`src/logic/capture_pkg.sv`:
```
package capture_pkg;

  // Bus and sample widths
  localparam int AXI_ADDR_W  = 32;
  localparam int AXI_DATA_W  = 32;
  localparam int SAMPLE_W    = 32;
  localparam int BRAM_ADDR_W = 10;
  localparam int RAM_DEPTH   = 1 << BRAM_ADDR_W;  // 1024 words

  // Address map
  localparam int ADDR_LSB        = 2;   // Byte offset bits within a word
  localparam int STATUS_SEL_BIT  = 12;  // Set selects the status word
  localparam int STATUS_WRAP_BIT = 16;  // Wrapped flag position in the status word

  // AXI response codes
  localparam logic [1:0] RESP_OKAY = 2'b00;

  typedef logic [SAMPLE_W-1:0]    sample_t;
  typedef logic [BRAM_ADDR_W-1:0] bram_addr_t;

  // Write command from the writer to the RAM
  typedef struct packed {
    logic       en;
    bram_addr_t addr;
    sample_t    data;
  } ram_wr_t;

  // Ring state reported to the host
  typedef struct packed {
    logic       wrapped;  // Ring has filled at least once
    bram_addr_t wr_ptr;   // Next index to be written
  } capture_status_t;

  // AXI4-Lite read address channel payload
  typedef struct packed {
    logic [AXI_ADDR_W-1:0] addr;
  } axi_ar_t;

  // AXI4-Lite read data channel payload
  typedef struct packed {
    logic [AXI_DATA_W-1:0] data;
    logic [1:0]            resp;
  } axi_r_t;

endpackage
```
`src/logic/sample_writer.sv`:
```
`timescale 1ns/10ps

// Stores the incoming sample stream into the RAM as a ring.
// The reported pointer follows the RAM contents, so it moves one edge
// after the sample is accepted.
module sample_writer
  import capture_pkg::*;
(
  input  logic            aclk,
  input  logic            aresetn,
  input  logic            capture_en,
  input  sample_t         sample_in,
  input  logic            sample_valid,
  output ram_wr_t         wr,
  output capture_status_t status
);

  logic       accept;       // Sample taken on this edge
  bram_addr_t next_idx_q;   // Index for the next accepted sample
  logic       wr_en_q;      // Write command pending for the RAM
  bram_addr_t wr_addr_q;
  sample_t    wr_data_q;
  bram_addr_t wr_ptr_q;     // Pointer as seen by the host
  logic       wrapped_q;

  assign accept = sample_valid & capture_en;

  // Write command and allocation pointer
  always_ff @(posedge aclk)
  begin
    if (~aresetn)
    begin
      wr_en_q    <= 1'b0;
      next_idx_q <= '0;
    end
    else
    begin
      wr_en_q <= accept;
      if (accept)
      begin
        next_idx_q <= next_idx_q + 1'b1;  // Rolls over at 1023
      end
    end
  end

  // Address and data of the write command
  always_ff @(posedge aclk)
  begin
    if (accept)
    begin
      wr_addr_q <= next_idx_q;
      wr_data_q <= sample_in;
    end
  end

  // Status follows the write that the RAM performs on this edge
  always_ff @(posedge aclk)
  begin
    if (~aresetn)
    begin
      wr_ptr_q  <= '0;
      wrapped_q <= 1'b0;
    end
    else if (wr_en_q)
    begin
      wr_ptr_q <= wr_addr_q + 1'b1;
      if (wr_addr_q == bram_addr_t'(RAM_DEPTH - 1))
      begin
        wrapped_q <= 1'b1;  // Sticky until reset
      end
    end
  end

  assign wr = '{
    en:   wr_en_q,
    addr: wr_addr_q,
    data: wr_data_q
  };

  assign status = '{
    wrapped: wrapped_q,
    wr_ptr:  wr_ptr_q
  };

endmodule

```
`config.mk`:
```
export PLATFORM = sky130hd
export DESIGN_NAME = sample_writer
export DESIGN_NICKNAME = d
export VERILOG_FILES = /design/src/logic/capture_pkg.sv /design/src/logic/sample_writer.sv
export SDC_FILE = /design/constraint.sdc
export NUM_CORES = 1
export LEC_CHECK = 0
export ABC_AREA = 1
export BUFFER_PORTS_ARGS = -buffer_cell sky130_fd_sc_hd__clkbuf_2
export CAP_MARGIN = 20
export CORE_MARGIN = 5
export CORE_UTILIZATION = 43
export DETAILED_ROUTE_END_ITERATION = 6
export PLACE_DENSITY = 0.74
export SLEW_MARGIN = 15
export SYNTH_ARGS = -nofsm -noshare
export SYNTH_HDL_FRONTEND = slang
export SYNTH_SLANG_ARGS = --single-unit
```
`constraint.sdc`:
```
create_clock -name aclk -period 1.4 [get_ports aclk]
set_input_delay 0.14 -clock aclk [delete_from_list [all_inputs] [get_ports aclk]]
set_output_delay 0.14 -clock aclk [all_outputs]
set_load 0.1 [all_outputs]
```
== Word level (Yosys, flattened, before mapping) ==
Index checks and enable logic that the tools add are counted.

* Add/sub/neg operators: 2
* Multiply operators: 0
* Div/mod/pow operators: 0
* Order comparisons: 0
* Equality and inequality tests: 1
* Shift-type cells: 0
* Muxes and demuxes: 0
* Bitwise logic cells: 1
* Reductions and logical operators: 1

{| class="wikitable"
|+ Operators by type and width
! kind !! count
|-
| $add 10x1->10 const B || 2
|-
| $eq 10x10->1 const B || 1
|-
| $reduce_and 2->1 || 1
|-
| $and 1x1->1 || 1
|}

* Register bits after elaboration: 64
* Latch bits: 0
* Bits in writable memories: 0
* ROM bits: 0
* Input port bits: 36
* Output and inout port bits: 54
* Word-level logic and storage cells: 11
* Memories kept: 0

== Depth between registers and ports, before layout ==
* Word-level depth: 2
* Mapped depth: 8
* Gate-level depth less buffers: 8

== Worst setup path before layout ==
No wires, ideal clock.

* Path kind: register to register
* Start: register wr_addr_q[0]
* End: register wr_ptr_q[6]
* Setup time: 0.109 ns
* Data arrival time: 1.844 ns
* Data required time: 1.291 ns
* Slack: -0.553 ns
* Stages on the path, launching flop included: 8
* Path buffers: 0
* Clock period less this slack: 1.953 ns
* Path through: edfxtp_1 > ha_1 > nand3_2 > nor2_1 > xnor2_1 > nand2_1 > nand2_1 > inv_1

* Longest elaborated chain between the ends: 1

{| class="wikitable"
|+ RTL lines
! item !! line !! text
|-
| start: declaration || sample_writer.sv:21 || <nowiki>bram_addr_t wr_addr_q;</nowiki>
|-
| start signal: assignment || sample_writer.sv:51 || <nowiki>wr_addr_q <= next_idx_q;</nowiki>
|-
| $add 10x1->10 || sample_writer.sv:66 || <nowiki>wr_ptr_q <= wr_addr_q + 1'b1;</nowiki>
|-
| end signal: assignment || sample_writer.sv:66 ||
|-
| end: declaration || sample_writer.sv:23 || <nowiki>bram_addr_t wr_ptr_q;</nowiki>
|}

No other way between the ends.
A chain may end at the register's enable or synchronous reset.

== Worst setup path after layout ==
* Start: register wr_data_q[20]
* End: output wr[20] in the netlist's numbering

{| class="wikitable"
|+ RTL lines
! item !! line !! text
|-
| start: declaration || sample_writer.sv:22 || <nowiki>sample_t wr_data_q;</nowiki>
|-
| start signal: assignment || sample_writer.sv:52 || <nowiki>wr_data_q <= sample_in;</nowiki>
|-
| end: declaration || sample_writer.sv:14 || <nowiki>output ram_wr_t wr,</nowiki>
|}

No word-level cell between the ends.

==> metrics.txt <==
DRT Pass-1 Iters=4; first-pass GRT wire length=8830 µm; height of the chip=84.4 µm; clock share of power=between 30% and 40%; VDD IR-drop max=~0.86 mV; Initial DRC Count=60; Num CTS Buffers=9; Final HPWL DP=3700 µm; register bit count reported by yosys=64; crit-path max FO=1; CTS clk-pin slew, worst paths=0.07 ns; fillers=425; root buffer cell=clkbuf_8; yosys warns=0; sw frac=~33%; CTS Buffer Depth=2; Final Hold Viols=0; GPL Wtd Cong=0.840; largest net degree at the start of global routing=26; leak pwr=1.50 nW; core area=about 5400 µm²; drt total wl=5260 µm; non-filler cells, final=410; post-synthesis sequential area ratio=71.5%; Seq pwr share=48.2%; clock latency on the worst-skew pair=0.33 ns; Avg WL per Cell=12.8 µm; syn_area_per_cell=roughly 12 µm²; I/O Pins=90; Worst Hold End=wr_en_q$_SDFF_PN0_; antenna violations before repair=0; hold depth=3; Sum Neg Setup Slack=0 ns; # placed instances=361; RSZ-0062 raised after global routing=false; synthesized area=about 2400 µm²; CP max stage delay=0.46 ns; max-cap violations=0; internal cell power=0.00300 W; Slew Viols, Final=0; Worst Tran Pin Value=0.565 ns; Comb power frac=21.7%; CTS H-tree depth=3; GRT overflow=0; vias=1825; reg-to-reg endpoint=wr_ptr_q[6]$_SDFFE_PN0P_; Pwr per Cell Area=1280 nW/µm²; Final nets=371; Hold Crit Class=in -> reg; sw power=0.00147 W; CTS sink cnt=64; Area growth syn-to-layout=46.4%; GRT Util Overall=between 10% and 20%; Synth Net Count=238; Hold Crit Start=capture_en; Clock Skews=0.0120 ns; commonest cells after routing, fill and taps aside=clkbuf_2, edfxtp_1, nor2_1, dlygate4sd3_1, nand2_1; CP Buf/Inv Count=1; Critical-path top delay cell=clkbuf_2; share of cells above drive strength 1=36.1%; final setup fails=0; drc violations=0; antenna-violating nets left=0; setup slack, reg-to-reg=0.18 ns; Distinct cells, synth=27; Reg-to-Reg Start=wr_addr_q[1]$_DFFE_PP_; Startpoint Class=flip-flop; vias in the first global route=1887; top cell family by delay on the critical path=buffers and inverters; Crit. End Element=primary output; CP Class=reg -> out; Mapped Cells=200; ANT cells=0; initial core utilization=43.8%; Final min period=1.30 ns; Worst EP required=1.26 ns; Die ar.=7130 µm²; Worst Reg2Reg Path Length in Cells=7; Port Buf Inserts=89; FMAX=0.771 GHz; worst-path cell chain=clkbuf_2; Die Wd=84.4 µm; routed vias/inst=approximately 4.5; Rel. slew slack=62.5%; commonest non-fill, non-tap cell in the layout=clkbuf_2; part of the cycle the worst path needs=~93%; status=finished, final reports clean; std cell rows=27; CTS tree=yes; Worst EP arrival=between 1 and 1.5 ns
-- final cells by class --
class                           instances  area [µm²]  share of cell area (%)
Tap cell                               72        90.1                    2.58
Sequential cell                        64        1700                    48.9
Inverter                               23        87.6                    2.51
Clock inverter                          3        20.0                   0.574
Timing Repair Buffer                  128         883                    25.3
Clock buffer                           13         149                    4.27
Multi-Input combinational cell        107         553                    15.9
-- repair_timing --
item / CTS / global route
endpoints found under the hold margin: 32 / 0
setup endpoints to repair: 0 / 2
gates resized for setup: 0 / 2
hold buffers: 32 / 0
setup buffers: 0 / 1
-- layer usage --
| metal | up-vias | wire (µm) | GRT usage, % |
|---|---|---|---|
| met5 | - | 0 | 0 |
| met4 | 0 | 159 | 11.4 |
| met3 | 16 | 235 | 3.34 |
| met2 | 46 | 2900 | 29.1 |
| met1 | 831 | 1960 | 16.6 |
| li1 | 932 | - | - |
-- cell usage after synthesis (all sizes together) --
cell type  instances  area share (%)
o21ai             12             2.5
xor2               1            0.37
nor2              35             6.5
ha                 2             1.1
nor3               3            0.84
nand4              2            0.53
nand3b             1            0.32
nand3              8             2.6
edfxtp            42              53
a21oi              8             1.7
dfxtp             22              18
buf                6             1.7
xnor2              4             1.5
inv               20             3.2
clkinv             3            0.53
nor3b              1            0.32
nand2             30             4.9
-- stage by stage --
step           utilization, %  worst slack [ns]  power, W  hold slack [ns]  cell area (µm²)
6_report                 64.1             0.103   0.00447           0.0951             3490
5_1_grt                  64.1           0.00484   0.00464            0.109             3490
2_1_floorplan               -            -0.552   0.00292            0.239             2380
3_5_place_dp             54.9             0.160   0.00310            0.319             2990
3_3_place_gp             54.9             0.207   0.00308            0.317             2990
4_1_cts                  63.9           0.00107   0.00451           0.0892             3470
-- cells by family (layout without fill, tap and decap cells) --
kind of cell / Yosys count / count (layout) / share of synthesized area, %
xor+xnor: 5 / 5 / 1.84
buf+inv: 29 / 167 / 5.41
simple gates: 80 / 80 / 16.0
compound gates: 20 / 20 / 4.20
fa+ha+maj: 2 / 2 / 1.05
flops: 64 / 64 / 71.5
-- worst register-to-register path, stage by stage (launching register included) --
cell and delay [ns]:
edfxtp_1 0.39, ha_2 0.22, nand3_2 0.11, nor2_1 0.13
xnor2_1 0.13, nand2_1 0.06, nand2_1 0.05, inv_1 0.03
-- state kept, by name (all words and copies together) (netlist names) --
name and count:
next_idx_q 10, wr_ptr_q 10, wr_data_q 32, wr_addr_q 10, wr_en_q 1, wrapped_q 1
-- worst max-delay path by stage --
stage                                       start                  endpoint  slack [ns]  depth (start not counted)
final                     wr_data_q[20]$_DFFE_PP_                    wr[20]        0.10                          1
after global routing       wr_addr_q[1]$_DFFE_PP_  wr_ptr_q[6]$_SDFFE_PN0P_       0.005                          7
after CTS                      wr_en_q$_SDFF_PN0_                    wr[42]       0.001                          2
after detailed placement   wr_addr_q[1]$_DFFE_PP_  wr_ptr_q[6]$_SDFFE_PN0P_        0.16                          7
after global placement     wr_addr_q[1]$_DFFE_PP_  wr_ptr_q[6]$_SDFFE_PN0P_        0.21                          7
after floorplan            wr_addr_q[0]$_DFFE_PP_  wr_ptr_q[6]$_SDFFE_PN0P_       -0.55                          7
-- power by group through the flow --
stage               sequential [W]  clock (W)  combinational (W)
finish                     0.00216    0.00134           0.000972
global route               0.00217    0.00146            0.00101
CTS                        0.00216    0.00139           0.000972
detailed placement         0.00220          0           0.000899
global placement           0.00219          0           0.000893
floorplan                  0.00282          0          0.0000966
Power figures use the tool's default switching activity.
