==> src/logic/capture_pkg.sv <==
package capture_pkg;

  // Bus and sample widths
  localparam int AXI_ADDR_W  = 32;
  localparam int AXI_DATA_W  = 32;
  localparam int SAMPLE_W    = 32;
  localparam int BRAM_ADDR_W = 10;
  localparam int RAM_DEPTH   = 1 << BRAM_ADDR_W;  // 1024 words

  // Address map
  localparam int ADDR_LSB        = 2;   // Byte offset bits within a word
  localparam int STATUS_SEL_BIT  = 12;  // Set selects the status word
  localparam int STATUS_WRAP_BIT = 16;  // Wrapped flag position in the status word

  // AXI response codes
  localparam logic [1:0] RESP_OKAY = 2'b00;

  typedef logic [SAMPLE_W-1:0]    sample_t;
  typedef logic [BRAM_ADDR_W-1:0] bram_addr_t;

  // Write command from the writer to the RAM
  typedef struct packed {
    logic       en;
    bram_addr_t addr;
    sample_t    data;
  } ram_wr_t;

  // Ring state reported to the host
  typedef struct packed {
    logic       wrapped;  // Ring has filled at least once
    bram_addr_t wr_ptr;   // Next index to be written
  } capture_status_t;

  // AXI4-Lite read address channel payload
  typedef struct packed {
    logic [AXI_ADDR_W-1:0] addr;
  } axi_ar_t;

  // AXI4-Lite read data channel payload
  typedef struct packed {
    logic [AXI_DATA_W-1:0] data;
    logic [1:0]            resp;
  } axi_r_t;

endpackage
==> src/logic/axi_bram_reader.sv <==
`timescale 1ns/10ps

// AXI4-Lite read-only slave in front of the sample RAM.
// One read at a time. Handshake edge A issues the RAM read, edge A+1
// loads the response register, which then holds until rready.
// Byte addresses with bit 12 set return the capture status word.
module axi_bram_reader
  import capture_pkg::*;
(
  input  logic            aclk,
  input  logic            aresetn,

  // AXI4-Lite read address channel
  input  axi_ar_t         s_axi_ar,
  input  logic            s_axi_arvalid,
  output logic            s_axi_arready,

  // AXI4-Lite read data channel
  output axi_r_t          s_axi_r,
  output logic            s_axi_rvalid,
  input  logic            s_axi_rready,

  // RAM read port
  output bram_addr_t      rd_addr,
  input  sample_t         rd_data,

  // Writer state
  input  capture_status_t status
);

  logic                  arready_q;
  logic                  busy_q;        // RAM read in flight
  logic                  rvalid_q;
  logic                  status_sel_q;  // Region of the read in flight
  axi_r_t                r_q;           // Response register
  logic                  ar_hs;
  logic                  r_hs;
  logic                  resp_pending;
  logic [AXI_DATA_W-1:0] status_word;

  assign ar_hs        = arready_q & s_axi_arvalid;
  assign r_hs         = rvalid_q & s_axi_rready;
  assign resp_pending = busy_q | rvalid_q;

  // Decode stage

  // Word index from the byte address, bits 11:2
  assign rd_addr = s_axi_ar.addr[ADDR_LSB +: BRAM_ADDR_W];

  always_ff @(posedge aclk)
  begin
    if (ar_hs)
    begin
      status_sel_q <= s_axi_ar.addr[STATUS_SEL_BIT];
    end
  end

  // Execute stage, handshake control

  always_ff @(posedge aclk)
  begin
    if (~aresetn)
    begin
      arready_q <= 1'b0;
      busy_q    <= 1'b0;
    end
    else
    begin
      // Single-cycle pulse, never while a response is outstanding
      arready_q <= s_axi_arvalid & ~arready_q & ~resp_pending;
      busy_q    <= ar_hs;  // RAM samples rd_addr on the handshake edge
    end
  end

  // Result stage

  // Status word zero-extended to the bus width
  always_comb
  begin
    status_word                     = '0;
    status_word[BRAM_ADDR_W-1:0]    = status.wr_ptr;
    status_word[STATUS_WRAP_BIT]    = status.wrapped;
  end

  always_ff @(posedge aclk)
  begin
    if (~aresetn)
    begin
      rvalid_q <= 1'b0;
    end
    else if (busy_q)
    begin
      rvalid_q <= 1'b1;
    end
    else if (r_hs)
    begin
      rvalid_q <= 1'b0;
    end
  end

  // Loaded once per read, so data stays put under back-pressure
  always_ff @(posedge aclk)
  begin
    if (busy_q)
    begin
      r_q.data <= status_sel_q ? status_word : rd_data;
      r_q.resp <= RESP_OKAY;  // No error responses
    end
  end

  assign s_axi_arready = arready_q;
  assign s_axi_rvalid  = rvalid_q;
  assign s_axi_r       = r_q;

endmodule

==> config.mk <==
export PLATFORM = sky130hd
export DESIGN_NAME = axi_bram_reader
export DESIGN_NICKNAME = d
export VERILOG_FILES = /design/src/logic/capture_pkg.sv /design/src/logic/axi_bram_reader.sv
export SDC_FILE = /design/constraint.sdc
export NUM_CORES = 1
export LEC_CHECK = 0
export BUFFER_PORTS_ARGS = -buffer_cell sky130_fd_sc_hd__buf_2
export CORE_AREA = 4 4 66 68
export CTS_CLUSTER_SIZE = 25
export DETAILED_ROUTE_END_ITERATION = 10
export DIE_AREA = 0 0 70 72
export PLACE_DENSITY = 0.81
export SLEW_MARGIN = 40
export SYNTH_ARGS = -nofsm -noshare
export SYNTH_HDL_FRONTEND = slang
export SYNTH_SLANG_ARGS = --single-unit
==> constraint.sdc <==
create_clock -name aclk -period 4.01 [get_ports aclk]
set_input_delay 1.203 -clock aclk [delete_from_list [all_inputs] [get_ports aclk]]
set_output_delay 1.203 -clock aclk [all_outputs]
set_load 0.005 [all_outputs]
==> Word level (Yosys, flattened, before mapping) <==
Cells that the tools add are included.
W data, S select, Z words.
{ "word_totals": {"regBits": 36, "inputBits": 79, "out_inout_bits": 46} }
{ "classes": {"muxes": 3, "reduce_logical": 1, "n_bitwise": 7} }
{ "op_table": {"columns": ["op", "count"], "rows": [
  ["$mux W17", 1],
  ["$and A1 B1 Y1", 4],
  ["$mux W1", 2],
  ["$not A1 Y1", 2],
  ["$reduce_bool A2 Y1", 1],
  ["$or A1 B1 Y1", 1]
]} }

==> Logic depth before layout (Yosys ltp) <==
Gate-level depths: netlist (run 1).
{ "logic_depth": {"depth_word": 3, "depth_mapped": 2, "mapped_depth_nobuf": 2} }

==> Worst setup path before layout (run 1) <==
No wires, ideal clock.
{ "synth_timing": {"path_kind": "input to output", "from": "input s_axi_ar[2] (netlist bit)", "to": "output rd_addr[0]", "slack_ns": 1.493, "path_buffers": 1, "arrival_time_ns": 1.314, "t_required_ns": 2.807, "path_stages": 1, "cell_sequence": "buf_4"} }
{ "synth_lines": {"columns": ["element", "line_no", "rtl"], "rows": [
  ["start: declaration", "axi_bram_reader.sv:14", "input axi_ar_t s_axi_ar,"],
  ["end: declaration", "axi_bram_reader.sv:24", "output bram_addr_t rd_addr,"]
]} }
No word-level cell between the ends.

==> Worst setup path in the final report (run 1) <==
{ "layout_timing": {"from": "input s_axi_ar[11] (netlist bit)", "to": "output rd_addr[9]"} }
No word-level cell between the ends.

==> results of run 1 <==
logic make-up after synthesis:
kind of cell,after synthesis,share of synthesized area [%]
compound gates,1,0.515
flops,36,72.1
buf+inv,15,7.64
simple gates,26,11.0
mux,11,8.50
other cells,1,0.257
metrics by stage:
stage          setup WS (ns)  instances  total power, mW  hold WS, ns  utilization [%]
2_1_floorplan           1.49         91            0.456        0.435                -
3_3_place_gp            1.60        209            0.475        0.430             47.5
3_5_place_dp            1.60        209            0.477        0.431             47.5
4_1_cts                 1.60        217            0.774        0.442             50.3
5_1_grt                 1.60        217            0.798        0.461             50.3
6_report                1.60        217            0.767        0.447             50.3
cell usage after synthesis, drive strengths merged:
| master | n |
|---|---|
| buf | 15 |
| nor4 | 1 |
| and2 | 1 |
| nor2b | 22 |
| conb | 1 |
| and3 | 1 |
| o21a | 1 |
| nand2 | 1 |
| dfxtp | 3 |
| edfxtp | 33 |
| mux2 | 11 |
power groups by stage:
stage                     logic (mW)  clock network (mW)  registers (mW)
after detailed placement      0.0491                   0           0.428
after global placement        0.0475                   0           0.428
after global routing          0.0542               0.323           0.420
final                         0.0480               0.299           0.420
after CTS                     0.0493               0.305           0.420
after floorplan               0.0262                   0           0.430
per-layer routing:
layer  share of wire, %  track usage [%]
met1                 31             10.4
met2                 52             21.2
met3                 13             7.06
met4                4.4             7.87
met5                  0                0
final cells by class:
type / count / area (um^2) / share of cell area (%)
Multi-Input combinational cell: 40 / 299 / 15.4
Tap cell: 50 / 62.6 / 3.23
Sequential cell: 36 / 1050 / 54.2
Timing Repair Buffer: 83 / 420 / 21.7
Clock buffer: 5 / 68.8 / 3.55
Clock inverter: 3 / 37.5 / 1.94
flip-flops by register name, summed over array words and instances (netlist names):
| signal | count |
|---|---|
| busy_q | 1 |
| status_sel_q | 1 |
| s_axi_rvalid | 1 |
| s_axi_arready | 1 |
| s_axi_r | 32 |
worst paths after layout:
| kind | endpoint | slack (ns) | cells past startpoint |
|---|---|---|---|
| worst max-delay path | rd_addr[9] | 1.60 | 0 |
| worst min register to register | s_axi_arready | 0.45 | 1 |
| worst min-delay path | s_axi_arready | 0.45 | 1 |
| worst max register to register | s_axi_r[4] | 2.56 | 1 |
==> flow_metrics.env, run 1 <==
export IMPL_synth_avg_cell_area_um2=16.2
export IMPL_coreArea_um2=3860
export IMPL_worstReg2RegStart="busy_q"
export IMPL_min_path_type="reg2reg"
export IMPL_arrival_ns=1.20
export IMPL_yosys_area_top_type_share_pct=68.0
export IMPL_ys_types=13
export IMPL_leakage_nw=0.825
export IMPL_insertion_delay_ns=0.28
export IMPL_combPwrFrac_pct=6.3
export IMPL_routed_via_count=949
export IMPL_grt_antenna_before_repair=0
export IMPL_p_sw_share_pct=18.1
export IMPL_p_sw_mw=0.138
export IMPL_rows=23
export IMPL_internal_power_mw=0.629
export IMPL_start_util_pct=37.8
export IMPL_tightest_slew_ns=0.679
export IMPL_setup_violations=0
export IMPL_max_freq_ghz=0.416
export IMPL_fin_skew_ns=0.00392
export IMPL_path_max_fanout=1
export IMPL_htree_levels=2
export IMPL_routed_via_density=4.37
export IMPL_post_dp_hpwl_um=2350
export IMPL_grt_setup_unrepaired="false"
export IMPL_cts_resized=0
export IMPL_cts_hold_buf=0
export IMPL_postSynthRegisterBits=36
export IMPL_io_buffer_count=81
export IMPL_fin_crit_sh_pct=60.0
export IMPL_worstSetupPathType="in2out"
export IMPL_setup_tns_ns=0
export IMPL_yosys_warnings=0
export IMPL_status="finished, final reports clean"
export IMPL_overflow=0
export IMPL_fin_area_um2=1940
export IMPL_cp_end_kind="output port"
export IMPL_drt_initial_drc_count=17
export IMPL_firstDrtPassIters=2
export IMPL_p_per_area_nw_per_um2=396
export IMPL_final_cell_mix="buf_2 (81), edfxtp_1 (33), nor2b_1 (22), mux2_2 (11), clkbuf_8 (5)"
export IMPL_area_delta_synth_final_pct=33.0
export IMPL_gp_congestion=0.651
export IMPL_ant_nets=0
export IMPL_crit_start="s_axi_ar[11]"
export IMPL_setup_worst_path_start_class="input port"
export IMPL_clockBufferDepth=2
export IMPL_synth_area_um2=1460
export IMPL_pin_count=125
export IMPL_die_area_um2=5040
export IMPL_final_common_cell="buf_2"
export IMPL_wl_per_cell_um=13.7
export IMPL_drcViolationCount=0
export IMPL_postPlaceCellArea_um2=1830
export IMPL_drive_above_1_share_pct=59.9
export IMPL_fillers=366
export IMPL_drv_cap=0
export IMPL_post_cts_buffers=0
export IMPL_seqPwrFrac_pct=54.7
export IMPL_die_y_um=72
export IMPL_cts_inserted_buffers=5
export IMPL_ir_worst_vdd_mv=0.278
export IMPL_max_slew_margin_pct=54.6
export IMPL_grt_usage_pct=12.1
export IMPL_cts_tree="yes"
export IMPL_final_nets=245
export IMPL_crit_required_ns=2.81
export IMPL_grt_max_degree=33
export IMPL_seq_area_frac_synth_pct=72.1
export IMPL_synth_cells=90
export IMPL_wl_um=2980
export IMPL_synthTopCellsByArea="edfxtp_1 (68%), nor2b_1 (9.4%), mux2_2 (8.5%)"
export IMPL_clk_pin_slew_worst_paths_ns=0.06
export IMPL_hp_start="s_axi_rvalid"
export IMPL_finalHoldViolCount=0
export IMPL_grt_pass1_vias=1020
export IMPL_clkPwrFrac_pct=39.0
export IMPL_cts_root_buf="clkbuf_8"
export IMPL_min_period_ns=2.41
export IMPL_yosys_area_top_type="edfxtp_1"
export IMPL_die_x_um=70
export IMPL_slew_viol_final=0
export IMPL_grt_pass1_wl_um=4550
export IMPL_clock_sinks=36
export IMPL_diodes=0
Note: power is estimated with default switching activity, not from simulation.
==> run 2: changes to the inputs <==
--- a/config.mk
+++ b/config.mk
@@ -6,11 +6,11 @@
 export NUM_CORES = 1
 export LEC_CHECK = 0
 export BUFFER_PORTS_ARGS = -buffer_cell sky130_fd_sc_hd__buf_2
-export CORE_AREA = 4 4 66 68
+export CORE_AREA = 4 4 71 73
 export CTS_CLUSTER_SIZE = 25
 export DETAILED_ROUTE_END_ITERATION = 10
-export DIE_AREA = 0 0 70 72
-export PLACE_DENSITY = 0.81
+export DIE_AREA = 0 0 75 77
+export PLACE_DENSITY = 0.74
 export SLEW_MARGIN = 40
 export SYNTH_ARGS = -nofsm -noshare
 export SYNTH_HDL_FRONTEND = slang
==> constraint.sdc (replaced) <==
create_clock -name aclk -period 2.1 [get_ports aclk]
set_input_delay 0.63 -clock aclk [delete_from_list [all_inputs] [get_ports aclk]]
set_output_delay 0.63 -clock aclk [all_outputs]
set_load 0.005 [all_outputs]
==> flow_metrics.env, run 2 (synthesis gave the netlist of run 1 again) <==
export IMPL_cp_end_kind="output port"
export IMPL_cts_hold_buf=0
export IMPL_fillers=423
export IMPL_overflow=0
export IMPL_ir_worst_vdd_mv=0.268
export IMPL_grt_setup_unrepaired="false"
export IMPL_fin_area_um2=1940
export IMPL_wl_per_cell_um=13.9
export IMPL_final_nets=246
export IMPL_drive_above_1_share_pct=59.5
export IMPL_pin_count=125
export IMPL_clock_sinks=36
export IMPL_start_util_pct=33.5
export IMPL_grt_pass1_wl_um=4710
export IMPL_die_x_um=75
export IMPL_gp_congestion=0.670
export IMPL_grt_pass1_vias=1004
export IMPL_arrival_ns=0.79
export IMPL_worstSetupPathType="reg2out"
export IMPL_slowest_stage="edfxtp_1"
export IMPL_io_buffer_count=81
export IMPL_crit_chain="buf_2"
export IMPL_setup_worst_path_start_class="flip-flop"
export IMPL_drcViolationCount=0
export IMPL_ant_nets=0
export IMPL_grt_antenna_before_repair=0
export IMPL_die_area_um2=5780
export IMPL_area_delta_synth_final_pct=32.8
export IMPL_slowest_delay_ns=0.37
export IMPL_insertion_delay_ns=0.28
export IMPL_min_path_type="reg2reg"
export IMPL_setup_tns_ns=0
export IMPL_clk_pin_slew_worst_paths_ns=0.07
export IMPL_finalHoldViolCount=0
export IMPL_postPlaceCellArea_um2=1860
export IMPL_grt_usage_pct=10.9
export IMPL_power_total_mw=1.36
export IMPL_final_common_cell="buf_2"
export IMPL_diodes=0
export IMPL_cts_root_buf="clkbuf_8"
export IMPL_routed_via_count=952
export IMPL_post_dp_hpwl_um=2350
export IMPL_max_slew_margin_pct=59.0
export IMPL_min_period_ns=1.42
export IMPL_cpLargestDelayFamily="flip-flops"
export IMPL_fin_skew_ns=0.00275
export IMPL_routed_via_density=4.33
export IMPL_grt_max_degree=24
export IMPL_max_freq_ghz=0.702
export IMPL_htree_levels=2
export IMPL_coreArea_um2=4350
export IMPL_drv_cap=0
export IMPL_post_cts_buffers=0
export IMPL_setup_violations=0
export IMPL_final_cell_mix="buf_2 (81), edfxtp_1 (33), nor2b_1 (22), mux2_2 (11), clkbuf_8 (5)"
export IMPL_path_max_fanout=1
export IMPL_stdcell_count=220
export IMPL_status="finished, final reports clean"
export IMPL_slew_viol_final=0
export IMPL_crit_required_ns=1.47
export IMPL_cts_inserted_buffers=5
export IMPL_firstDrtPassIters=2
export IMPL_drt_initial_drc_count=25
export IMPL_largest_register_ffs=32
export IMPL_cts_resized=0
export IMPL_rows=24
export IMPL_dp_cells=212
export IMPL_fin_crit_sh_pct=67.8
export IMPL_cts_tree="yes"
export IMPL_crit_buf_inv=1
export IMPL_wl_um=3050
export IMPL_tightest_slew_ns=0.616
export IMPL_clockBufferDepth=2
export IMPL_p_per_area_nw_per_um2=702
export IMPL_leakage_nw=0.819
export IMPL_r2r_slack_ns=0.70
export IMPL_die_y_um=77
## run 2: changes by cell type in the layout (fill, tap and decap cells not counted)
cell	before	now
clkinv_1	2	1
clkbuf_1	0	2
buf_12	0	1
bufinv_16	1	0
## run 2: stage by stage
step	hold WS [ns]	util (%)	setup WS, ns
2_1_floorplan	0.435	-	0.708
3_3_place_gp	0.417	42.6	0.681
3_5_place_dp	0.429	42.6	0.658
4_1_cts	0.442	44.5	0.655
5_1_grt	0.478	44.5	0.608
6_report	0.440	44.5	0.676
## run 2: final cells by class
cell class                 count  area (um^2)  share of cell area, %
clock buffer                   7         76.3                   3.94
clock inverter                 1         3.75                  0.194
multi-input combinational     40          299                   15.4
sequential                    36         1050                   54.3
tap                           52         65.1                   3.36
timing repair buffer          84          440                   22.8
## run 2: metal layers
layer	wire [um]	up-vias	global-route usage, %
met5	0	-	0
met3	325	19	3.53
met2	1580	50	19.2
li1	-	455	-
met4	129	0	6.76
met1	1010	428	10.7
## run 2: where the power goes
group | switching [mW] | internal, mW | leakage [nW]
logic | 0.0314 | 0.0612 | 0.452
registers | 0.00798 | 0.796 | 0.327
clock network | 0.231 | 0.231 | 0.0399
## run 2: path summary, 6_finish.rpt
kind | startpoint | endpoint | depth (start not counted)
worst min register to register | s_axi_rvalid | s_axi_arready | 1
worst min-delay path | s_axi_rvalid | s_axi_arready | 1
worst max-delay path | s_axi_r[3] | s_axi_r[3] | 1
worst max register to register | status_sel_q | s_axi_r[9] | 1
